### config.mk
export PLATFORM = sky130hd
export DESIGN_NAME = i2c_byte_fifo
export DESIGN_NICKNAME = d
export VERILOG_FILES = /design/src/design/i2c_byte_fifo.sv
export VERILOG_INCLUDE_DIRS = /design/src /design/src/design
export SDC_FILE = /design/constraint.sdc
export NUM_CORES = 1
export LEC_CHECK = 0
export BUFFER_PORTS_ARGS = -buffer_cell sky130_fd_sc_hd__buf_4
export CAP_MARGIN = 25
export CORE_MARGIN = 2
export CORE_UTILIZATION = 45
export CTS_BUF_LIST = sky130_fd_sc_hd__clkbuf_16
export CTS_CLUSTER_SIZE = 25
export DETAILED_ROUTE_END_ITERATION = 8
export PLACE_DENSITY_LB_ADDON = 0.12
export SLEW_MARGIN = 10
export SYNTH_ARGS = -nofsm -noshare
export SYNTH_HDL_FRONTEND = slang
export SYNTH_SLANG_ARGS = --single-unit
### constraint.sdc
create_clock -name i2c_clk -period 3.53 [get_ports i2c_clk]
set_input_delay 0.5295 -clock i2c_clk [delete_from_list [all_inputs] [get_ports i2c_clk]]
set_output_delay 0.5295 -clock i2c_clk [all_outputs]
set_load 0.02 [all_outputs]
### src/design/i2c_cfg.svh
`ifndef I2C_CFG_SVH
`define I2C_CFG_SVH

// Core clock cycles per quarter of one SCL period
`define I2C_QTR_DIV    4

// Entries in each byte FIFO
`define I2C_FIFO_DEPTH 8

// Byte count width, up to 15 bytes per transaction
`define I2C_CNT_W      4

`endif

### src/design/i2c_byte_fifo.sv
`timescale 1ns/100ps
`include "i2c_cfg.svh"

module i2c_byte_fifo #(
    parameter int DEPTH = `I2C_FIFO_DEPTH
) (
    input  logic       i2c_clk,
    input  logic       rst,
    input  logic       push,
    input  logic       pop,
    input  logic [7:0] wdata,
    output logic [7:0] rdata,  // Head entry, valid while not empty
    output logic       full,
    output logic       empty
);

    localparam int PTR_W = (DEPTH > 1) ? $clog2(DEPTH) : 1;
    localparam int CNT_W = $clog2(DEPTH + 1);

    logic [7:0]       mem [DEPTH];
    logic [PTR_W-1:0] wr_ptr;
    logic [PTR_W-1:0] rd_ptr;
    logic [CNT_W-1:0] count;
    logic             do_push;
    logic             do_pop;

    assign do_push = push && !full;   // Overflow dropped
    assign do_pop  = pop && !empty;   // Underflow ignored
    assign full    = (count == CNT_W'(DEPTH));
    assign empty   = (count == '0);
    assign rdata   = mem[rd_ptr];     // First-word fall-through

    always_ff @(posedge i2c_clk) begin
        if (do_push) mem[wr_ptr] <= wdata;
    end

    always_ff @(posedge i2c_clk or posedge rst) begin
        if (rst) begin
            wr_ptr <= '0;
            rd_ptr <= '0;
            count  <= '0;
        end else begin
            if (do_push) wr_ptr <= (wr_ptr == PTR_W'(DEPTH - 1)) ? '0 : wr_ptr + 1'b1;
            if (do_pop)  rd_ptr <= (rd_ptr == PTR_W'(DEPTH - 1)) ? '0 : rd_ptr + 1'b1;
            if (do_push && !do_pop)      count <= count + 1'b1;
            else if (do_pop && !do_push) count <= count - 1'b1;
        end
    end

    a_no_overflow: assert property (@(posedge i2c_clk) disable iff (rst) !(push && full))
        else $error("push into full FIFO");
    a_no_underflow: assert property (@(posedge i2c_clk) disable iff (rst) !(pop && empty))
        else $error("pop from empty FIFO");

endmodule

# After elaboration in Yosys (flattened, before gate mapping)
# Memory sizes are Yosys's and may differ from the RTL's.
# Index checks and enable logic that the tools add are counted.
[word_totals]
word_cells = 27
in_bits = 12
ramBits = 64
ff_bits = 10
mem_count = 1
out_inout_bits = 10
[classes]
reduce_logical = 10
n_eq_ne = 3
add_sub_neg = 4
muxes = 6
[memory_table]
columns = ["name", "words", "width", "rd", "rd_ports_with_merged_regs", "wr", "line_no", "text"]
rows = [
  ["mem", 8, 8, 1, 0, 1, "i2c_byte_fifo.sv:20", "logic [7:0] mem [DEPTH];"],
]
[ops]
columns = ["cell", "n"]
rows = [
  ["two-way mux 4 bit", 2],
  ["adder 3 x 1 -> 3 bit, second input constant", 2],
  ["equality test 3 bit, second input constant", 2],
  ["two-way mux 3 bit", 2],
  ["adder 4 x 1 -> 4 bit, second input constant", 1],
  ["equality test 4 bit, second input constant", 1],
  ["logical AND 1 bit", 4],
  ["zero test 1 bit", 4],
  ["zero test 4 bit", 1],
  ["subtractor 4 x 1 -> 4 bit, second input constant", 1],
  ["two-way mux 1 bit", 2],
  ["nonzero test 2 bit", 1],
]

# Longest topological paths before layout
# Gate-level depths: netlist (run 1).
[depth]
word_depth = 7
ltp_mapped = 9
mapped_depth_nobuf = 9

# Worst setup path after synthesis (run 1)
# No wires, ideal clock.
[synth_timing]
kind = "register to register"
from = "register count[0]"
to = "register count[3]"
t_required_ns = 3.399
setup_slack_ns = 0.907
arrival_ns = 2.492
period_less_slack_ns = 2.623
setup_ns = 0.131
stages_incl_launch_ff = 10
n_path_buf = 0
cell_sequence = "dfrtp_1 > or4b_4 > nand2_4 > inv_1 > ha_1 > inv_1 > ha_1 > or4_1 > nand3_1 > o211ai_1"
[synth_via]
elab_chain_cells = 6
word_cells_on_any_way = 15
classes_between = "add/sub (2); eq/ne (1); mux (2); reduce/logical (10)"
[synth_rtl]
columns = ["item", "line_no", "text"]
rows = [
  ["start, declared", "i2c_byte_fifo.sv:23", "logic [CNT_W-1:0] count;"],
  ["start signal, assigned", "i2c_byte_fifo.sv:45", "if (do_push && !do_pop) count <= count + 1'b1;"],
  ["start signal, assigned", "i2c_byte_fifo.sv:46", "else if (do_pop && !do_push) count <= count - 1'b1;"],
  ["equality test 4 bit (*)", "i2c_byte_fifo.sv:29", "assign full = (count == CNT_W'(DEPTH));"],
  ["zero test 1 bit (*)", "i2c_byte_fifo.sv:27", "assign do_push = push && !full;"],
  ["logical AND 1 bit (*)", "i2c_byte_fifo.sv:27", ""],
  ["via do_push", "i2c_byte_fifo.sv:24", "logic do_push;"],
  ["zero test 1 bit", "i2c_byte_fifo.sv:46", ""],
  ["logical AND 1 bit", "i2c_byte_fifo.sv:46", ""],
  ["nonzero test 2 bit (no source line)", "--", ""],
]
# Mark *: on every way through the listed nets, which the timed path passes. The rest lies on a longest branch. The select of a mux whose other input is x is not followed.
# A chain may end at the register's enable or synchronous reset.

# Worst setup path in the final report (run 1)
# Ends and elaborated chain as after synthesis.

==> impl_metrics.ini, run 1 <==
[clock_network]
cts_setup_buffers = 0
cts_max_level = 3
cts_sinks = 74
clk_pin_slew_ns = 0.05
tritoncts = yes
clockBufferDepth = 2
clk-insertion-delay-late_ns = 0.32
ctsHoldBuffers = 0
cts_root_buffer = clkbuf_16
cts_buffers = 9
cts_resized = 0

[routing]
drt_iter0_drc = 115
drc = 0
finalWirelength_mm = 5.459
antenna_left = 0
drt-wirelength-per-cell_um = 18.95
drt_pass1_iterations = 4
viasPerCell = 5.424
vias = 1562

[power]
total_leakage_power_nw = 1.294
power_density_nw_per_um2 = 852.2
ir_drop_mv = 0.3686

[timing]
hold_violations = 0
fmax_mhz = 341.5
finalCritPeriodShare_pct = 82.97
rsz0062_at_grt = no
tns_ns = 0
skew_ns = 0.003771
slew_headroom_pct = 39.97
hold_slack_ns = 0.2029
min_period_ns = 2.929
maxSlewViolCount = 0
tightest_slew_ns = 0.8972
finalSetupViolations = 0

[synth]
yosys_warnings = 0
synth_adder_area_share_pct = 3.421
synth_xor_area_share_pct = 0.5569
synth_top_area_share_pct = 61.10
synth_compound_area_share_pct = 2.347
synth_edf_count = 64
synthDistinctLibCells = 33
synth.avg_cell_area_um2 = 19.66
synth-seq-cells = 74
synth_nets = 180
netlist_area_um2 = 3146
synth_mux_area_share_pct = 17.50
yosys.area_share.simple_pct = 5.131
synth_top_cells_by_area = edfxtp_1, dfrtp_1, mux4_2, mux4_1, mux2_2
postSynthCellCount = 160
synth-async-reset-ratio_pct = 13.51
ys.flop_type = edfxtp_1
yosysSeqAreaShare_pct = 69.05
synth_top_family_by_area = multiplexers
synth_largest_area_cell = edfxtp_1

[die]
die_area_um2 = 7675
fp.dieH_um = 87.61
start_util_pct = 46.30
rows = 30
io_pins = 22
core_area_um2 = 6794
die_w_um = 87.61

[cells_and_area]
fin_util_pct = 53.90
fin_area_um2 = 3662
fin_cells = 288
antennaDiodeCount = 0
layout-drive-gt1-share_pct = 32.81
area_growth_pct = 16.43
nets = 208

[placed_design]
dp.cells = 273
hpwlAfterDp_mm = 3.553
postPlaceCellArea_um2 = 3411
io_buffers = 21
gp_congestion = 0.9309

[run]
drv_cap = 0

[grt]
grt_max_degree = 19
antenna_found_initial = 0
grt_pass1_wl_mm = 8.887
overflow = 0
grtUsageTotal_pct = 16.37
grt_pass1_vias = 1705

[setup_path]
start_kind = register
cp-end-kind = register
r2r-end = count[3]$_DFFE_PP0P_
path_class = register to register
regToRegSetupSlack_ns = 0.60
crit_end = count[3]$_DFFE_PP0P_
r2r-start = count[0]$_DFFE_PP0P_
crit_path_start = count[0]$_DFFE_PP0P_
required_ns = 3.73
critPathMaxFanout = 8
critPathArrivalTime_ns = 3.13
r2r_cells = 9

[status]
outcome = finished, final reports clean

[hold_path]
hp-class = input pin to async pin
-- layout make-up --
type	count	area, µm²
Sequential cell	74	2172
Clock inverter	6	26.28
Inverter	4	15.01
Fill cell	540	3132
Clock buffer	9	225.2
Multi-Input combinational cell	76	930.9
Tap cell	96	120.1
Timing Repair Buffer	23	172.7
-- metal layers --
layer  vias up  track usage [%]  part of all wire [%]
met4         0            7.133                   1.6
met3         9            3.487                   5.5
met1       788            20.91                    41
met5         -                0                     0
met2        56            27.20                    52
li1        709                -                     -
-- critical path: stages (launching register included) --
cell	delay, ns
dfrtp_1	0.49
or4b_4	0.62
nand2_4	0.17
inv_1	0.07
ha_1	0.26
inv_1	0.16
ha_1	0.31
or4_1	0.52
nand3_1	0.13
o211ai_1	0.08
-- flip-flops by register name (all words and copies together) (netlist names) --
| register | flops |
|---|---|
| wr_ptr | 3 |
| mem | 64 |
| rd_ptr | 3 |
| count | 4 |
-- cell families (layout without fill, tap and decap cells) --
| group | Yosys count | after routing |
|---|---|---|
| flip-flops | 74 | 74 |
| multiplexers | 30 | 30 |
| AND/OR/NAND/NOR | 28 | 28 |
| buffers and inverters | 10 | 42 |
| adder cells (fa/ha/maj) | 8 | 8 |
| AO/OA/AOI/OAI | 8 | 8 |
| XOR/XNOR | 2 | 2 |
-- worst min-delay path by stage --
stage,end,depth (start not counted)
6_report,wr_ptr[1]$_DFFE_PP0P_,2
5_1_grt,count[2]$_DFFE_PP0P_,2
4_1_cts,count[2]$_DFFE_PP0P_,2
3_5_place_dp,rd_ptr[0]$_DFFE_PP0P_,1
3_3_place_gp,rd_ptr[0]$_DFFE_PP0P_,1
2_1_floorplan,count[0]$_DFFE_PP0P_,1
-- where the power goes --
part           switching (mW)  internal (mW)  total, mW
clock                   0.304          0.458      0.762
combinational           0.495          0.549       1.04
sequential              0.186           1.13       1.32
total                   0.984           2.14       3.12
-- synth_stat cells, types with 2 or more instances --
library cell	instances
nand2b_1	3
inv_1	4
nand3b_1	2
clkbuf_1	2
ha_1	7
mux4_2	10
mux2_2	10
xnor2_1	2
nor2_1	4
mux2_4	3
mux4_1	6
nor3_1	6
edfxtp_1	64
nor4_1	2
dfrtp_1	10
nand2_1	3
a21oi_1	2
o21ai_0	2
nand3_1	4
-- per-stage QoR --
step | worst slack [ns] | power (mW)
after floorplan | 0.9072 | 2.065
after global placement | 0.8177 | 2.333
after detailed placement | 0.6182 | 2.397
after CTS | 0.6130 | 3.156
after global routing | 0.4343 | 3.298
final | 0.6013 | 3.121
-- cell usage in the layout (no fill, tap or decap) --
| cell type | synthesis | final |
|---|---|---|
| a2111o_1 | 1 | 1 |
| a21o_1 | 1 | 1 |
| a21oi_1 | 2 | 2 |
| buf_4 | 0 | 23 |
| clkbuf_16 | 0 | 9 |
| clkinv_1 | 0 | 4 |
| clkinvlp_4 | 0 | 1 |
| dfrtp_1 | 10 | 10 |
| edfxtp_1 | 64 | 64 |
| fa_1 | 1 | 1 |
| ha_1 | 7 | 7 |
| inv_1 | 4 | 5 |
| mux2_2 | 10 | 10 |
| mux2_4 | 3 | 3 |
| mux2i_1 | 1 | 1 |
| mux4_1 | 6 | 6 |
| mux4_2 | 10 | 10 |
| nand2_1 | 3 | 3 |
| nand2_4 | 1 | 1 |
| nand2b_1 | 3 | 3 |
| nand3_1 | 4 | 4 |
| nand3b_1 | 2 | 2 |
| nor2_1 | 4 | 4 |
| nor3_1 | 6 | 2 |
| nor3_2 | 0 | 4 |
| nor4_1 | 2 | 2 |
| o211ai_1 | 1 | 1 |
| o21ai_0 | 2 | 2 |
| o41ai_4 | 1 | 1 |
| or3_1 | 1 | 1 |
| or4_1 | 1 | 1 |
| or4b_4 | 1 | 1 |
| xnor2_1 | 2 | 2 |
No activity file was read; power rests on OpenSTA's default activity.
==> run 2, diff against run 1 <==
- clock period: 3.53 -> 2.4 ns (I/O delays scaled with it)
==> run 2 against run 1 <==
Net effect:
- sequential cell count unchanged
- via count grew 1.7%
- global-route usage about the same
- routed wire length increased by 2.0%
- sequential power is 38% higher
- largest cell class unchanged
- largest power group is now combinational cells
- highest routed layer unchanged
==> impl_metrics.ini, run 2 (synthesized netlist as in run 1, its figures left out) <==
[status]
outcome = finished, final reports clean

[die]
rows = 30
core_area_um2 = 6794
die_w_um = 87.61
io_pins = 22
start_util_pct = 46.30
die_area_um2 = 7675
fp.dieH_um = 87.61

[power]
total_leakage_power_nw = 1.390
power.total_mw = 4.785
power_density_nw_per_um2 = 1254
power.share.clock_pct = 23.6
power.switching_mw = 1.480
cellInternalPower_mw = 3.305
p_seq_share_pct = 37.9
p_comb_share_pct = 38.4
ir_drop_mv = 0.5936
swShare_pct = 30.94

[timing]
rsz0062_at_grt = no
tns_ns = 0
hold_violations = 0
finalSetupViolations = 0
tightest_slew_ns = 0.8912
maxSlewViolCount = 0
slew_headroom_pct = 40.13
fmax_mhz = 429.8
skew_ns = 0.004350
min_period_ns = 2.327
finalCritPeriodShare_pct = 96.95

[grt]
overflow = 0
grt_max_degree = 20
grtUsageTotal_pct = 16.40
grt_pass1_wl_mm = 8.845
antenna_found_initial = 0
grt_pass1_vias = 1677

[cells_and_area]
largestRegisters = mem (64), count (4)
fillers = 538
layout-drive-gt1-share_pct = 41.83
largest_register_ffs = 64
regMostFlops = mem
fin_area_um2 = 3816
final_cell_mix = edfxtp_1, buf_4, mux2_2, mux4_2, clkbuf_16
final_common_cell = edfxtp_1
area_growth_pct = 21.32
antennaDiodeCount = 0
nets = 224

[clock_network]
cts_buffers = 9
clockBufferDepth = 2
ctsHoldBuffers = 0
clk_pin_slew_ns = 0.05
cts_sinks = 74
tritoncts = yes
clk-insertion-delay-late_ns = 0.32
cts_root_buffer = clkbuf_16
cts_max_level = 3

[setup_path]
critPathArrivalTime_ns = 2.53
path_class = register to register
r2r-start = count[1]$_DFFE_PP0P_
start_kind = register
required_ns = 2.60
r2r_cells = 9
r2r-end = count[3]$_DFFE_PP0P_
cp-end-kind = register
critPathMaxFanout = 6
regToRegSetupSlack_ns = 0.07

[routing]
drt-wirelength-per-cell_um = 18.31
drt_pass1_iterations = 6
viasPerCell = 5.224
drc = 0
finalWirelength_mm = 5.566
antenna_left = 0
vias = 1588
drt_iter0_drc = 67

[placed_design]
gp_congestion = 0.8331
hpwlAfterDp_mm = 3.723
postPlaceCellArea_um2 = 3547
io_buffers = 21

[hold_path]
hp-class = input pin to async pin

[run]
drv_cap = 0
[run 2: changes by cell type in the layout (fill, tap and decap cells not counted), sizes merged]
cell / change
inv: +1
buf: +16
clkinvlp: -1
[run 2: critical path, cell delays in order, from the launching register on]
cell and delay (ns):
dfrtp_2 0.39, or4b_4 0.55, nand2_4 0.08, inv_2 0.04, ha_4 0.17, inv_4 0.08, ha_4 0.22, or4_4 0.49
nand3_2 0.10, o211ai_1 0.08
[run 2: power by group through the flow]
stage | clock network [mW] | logic (mW) | registers (mW)
after floorplan | 0 | 1.25 | 1.82
after global placement | 0 | 1.76 | 1.83
after detailed placement | 0 | 1.84 | 1.85
after CTS | 1.16 | 1.85 | 1.82
after global routing | 1.22 | 1.99 | 1.84
final | 1.13 | 1.84 | 1.82
[run 2: worst max path at each step]
stage                               from                    to  slack, ns
floorplan           count[2]$_DFFE_PP0P_  count[3]$_DFFE_PP0P_       0.02
global route        count[1]$_DFFE_PP0P_  count[3]$_DFFE_PP0P_       0.01
CTS                 count[2]$_DFFE_PP0P_  count[3]$_DFFE_PP0P_       0.02
global placement    count[2]$_DFFE_PP0P_  count[3]$_DFFE_PP0P_       0.14
finish              count[1]$_DFFE_PP0P_  count[3]$_DFFE_PP0P_       0.07
detailed placement  count[2]$_DFFE_PP0P_  count[3]$_DFFE_PP0P_       0.03
[run 2: area by class of cell]
cell class | instances | area, µm² | share of cell area (%)
clock buffers | 9 | 225.2 | 5.902
clock inverters | 6 | 27.53 | 0.7213
inverters | 4 | 17.52 | 0.4590
multi-input cells | 76 | 944.7 | 24.75
flip-flops and latches | 74 | 2176 | 57.02
well taps | 96 | 120.1 | 3.148
repair buffers | 39 | 305.3 | 8.000
[run 2: per-layer routing]
metal / track usage (%) / up-vias / share of wire [%]
li1: - / 744 / -
met4: 9.790 / 0 / 2.7
met3: 4.053 / 10 / 3.6
met2: 25.55 / 31 / 49
met1: 20.95 / 803 / 44
met5: 0 / - / 0
[run 2: per-stage QoR]
step | util [%] | hold slack, ns | worst slack [ns] | std cells
after detailed placement | 52.21 | 0.3655 | 0.03007 | 288
final | 56.17 | 0.01164 | 0.07328 | 304
after floorplan | - | 0.2000 | 0.01654 | 160
after global routing | 56.17 | 0.04643 | 0.01328 | 304
after global placement | 52.21 | 0.3576 | 0.1403 | 288
after CTS | 55.93 | 0.01779 | 0.02104 | 303
[run 2: what timing repair did]
item                                    4_1_cts  5_1_grt
endpoints found under the setup margin        0        1
resized for setup                             0        2
buffers inserted                              0        1
==> run 3, diff against run 2 <==
--- a/config.mk
+++ b/config.mk
@@ -7,5 +7,5 @@
 export NUM_CORES = 1
 export LEC_CHECK = 0
-export BUFFER_PORTS_ARGS = -buffer_cell sky130_fd_sc_hd__buf_4
+export BUFFER_PORTS_ARGS = -buffer_cell sky130_fd_sc_hd__buf_2
 export CAP_MARGIN = 25
 export CORE_MARGIN = 2
==> constraint.sdc (replaced) <==
create_clock -name i2c_clk -period 2.4 [get_ports i2c_clk]
set_input_delay 0.48 -clock i2c_clk [delete_from_list [all_inputs] [get_ports i2c_clk]]
set_output_delay 0.48 -clock i2c_clk [all_outputs]
set_load 0.02 [all_outputs]
==> run 3 against run 2 <==
Net effect:
- sequential cell count stayed put
- global-route usage rose by 0.41 points
- fmax is 2.2% lower
- largest cell class unchanged
- critical path depth decreased by 5
- worst setup slack got worse by 0.053 ns
- sequential power hardly changed
- clock skew increased by 0.00080 ns
- sequential share of layout area fell by 0.43 points
- count of clock-buffer cells in the layout stayed put
==> impl_metrics.ini, run 3 (synthesized netlist as in run 1, its figures left out) <==
[power]
power.total_mw = 5.052
power.switching_mw = 1.538
p_comb_share_pct = 36.0
power.share.clock_pct = 27.7
power_density_nw_per_um2 = 1313
p_seq_share_pct = 36.3
cellInternalPower_mw = 3.514
total_leakage_power_nw = 1.389
swShare_pct = 30.45
ir_drop_mv = 0.6953

[cells_and_area]
final_cell_mix = edfxtp_1, buf_2, buf_4
area_growth_pct = 22.32
regMostFlops = mem
layout-drive-gt1-share_pct = 44.29
fin_cells = 306
final_common_cell = edfxtp_1
fin_area_um2 = 3847
largest_register_ffs = 64
largestRegisters = mem (64), count (4)
antennaDiodeCount = 0
nets = 225

[timing]
rsz0062_at_grt = yes
slew_headroom_pct = 36.89
skew_ns = 0.005146
finalSetupViolations = 0
worst_slack_ns = 0.02072
min_period_ns = 2.379
tns_ns = 0
maxSlewViolCount = 0
hold_violations = 0
fmax_mhz = 420.3
finalCritPeriodShare_pct = 99.14
tightest_slew_ns = 0.9394

[clock_network]
clk-insertion-delay-late_ns = 0.32
clockBufferDepth = 2
cts_root_buffer = clkbuf_16
clk_pin_slew_ns = 0.06
cts_sinks = 74
cts_buffers = 9
tritoncts = yes
ctsHoldBuffers = 0
cts_max_level = 3

[routing]
drt_pass1_iterations = 4
drt_iter0_drc = 73
antenna_left = 0
drc = 0
finalWirelength_mm = 5.795
vias = 1604
viasPerCell = 5.242
drt-wirelength-per-cell_um = 18.94

[setup_path]
cp-end-kind = output port
path_class = register to output port
regToRegSetupSlack_ns = 0.04
r2r-start = count[1]$_DFFE_PP0P_
start_kind = register
r2r_cells = 9
r2r-end = count[3]$_DFFE_PP0P_
critPathArrivalTime_ns = 1.90
required_ns = 1.92
critPathMaxFanout = 9

[grt]
grt_pass1_vias = 1725
antenna_found_initial = 0
grt_pass1_wl_mm = 9.080
grtUsageTotal_pct = 16.81
overflow = 0
grt_max_degree = 18

[hold_path]
hp-class = input pin to async pin

[die]
start_util_pct = 46.30
rows = 30
io_pins = 22
die_area_um2 = 7675
fp.dieH_um = 87.61
die_w_um = 87.61
core_area_um2 = 6794

[run]
drv_cap = 0

[placed_design]
postPlaceCellArea_um2 = 3495
io_buffers = 21
dp_slack_ns = 0.03286
gp_congestion = 0.8135
dp.cells = 288
hpwlAfterDp_mm = 3.768

[status]
outcome = finished, final reports clean
-- run 3: power by group through the flow --
stage | registers, mW | clock network (mW) | logic [mW]
after floorplan | 1.82 | 0 | 1.25
after CTS | 1.82 | 1.43 | 1.79
after global routing | 1.86 | 1.48 | 1.98
after detailed placement | 1.85 | 0 | 1.77
after global placement | 1.83 | 0 | 1.68
final | 1.83 | 1.40 | 1.82
-- run 3: through the flow --
step	hold WS (ns)	utilization (%)
after global routing	0.1691	56.63
final	0.1277	56.63
after detailed placement	0.4857	51.44
after CTS	0.1341	56.17
after floorplan	0.3200	-
after global placement	0.4666	51.44
-- run 3: worst max path at each step --
stage	startpoint	to	slack, ns	cells after the start
global route	rd_ptr[0]$_DFFE_PP0P_	rdata[5]	-0.01	4
finish	rd_ptr[0]$_DFFE_PP0P_	rdata[0]	0.02	4
CTS	rd_ptr[0]$_DFFE_PP0P_	rdata[5]	0.001	4
detailed placement	count[2]$_DFFE_PP0P_	count[3]$_DFFE_PP0P_	0.03	9
global placement	count[2]$_DFFE_PP0P_	count[3]$_DFFE_PP0P_	0.14	9
floorplan	count[2]$_DFFE_PP0P_	count[3]$_DFFE_PP0P_	0.02	8
-- run 3: critical path, cell delays in order (launching register included) --
cell     delay (ns)
dfrtp_2        0.42
buf_12         0.16
mux4_1         0.54
mux2_2         0.29
buf_2          0.16
-- run 3: metal layers --
metal,global-route usage [%],wire length (µm),share of wire [%]
met1,21.74,2631,45
met2,26.72,2900,50
met3,5.090,199,3.4
met4,6.993,63,1.1
met5,0,0,0
-- run 3: repair_timing --
action,in CTS,in global routing
gates cloned,0,1
endpoints found under the setup margin,3,6
pin swaps,0,1
buffers inserted,1,0
gates resized for setup,1,4
-- run 3: final cells by class --
cell class	instances	area [µm²]
Multi-Input combinational cell	76	937.1
Timing Repair Buffer	40	277.8
Clock inverter	7	92.59
Inverter	4	17.52
Tap cell	96	120.1
Sequential cell	74	2177
Clock buffer	9	225.2
Fill cell	519	2947
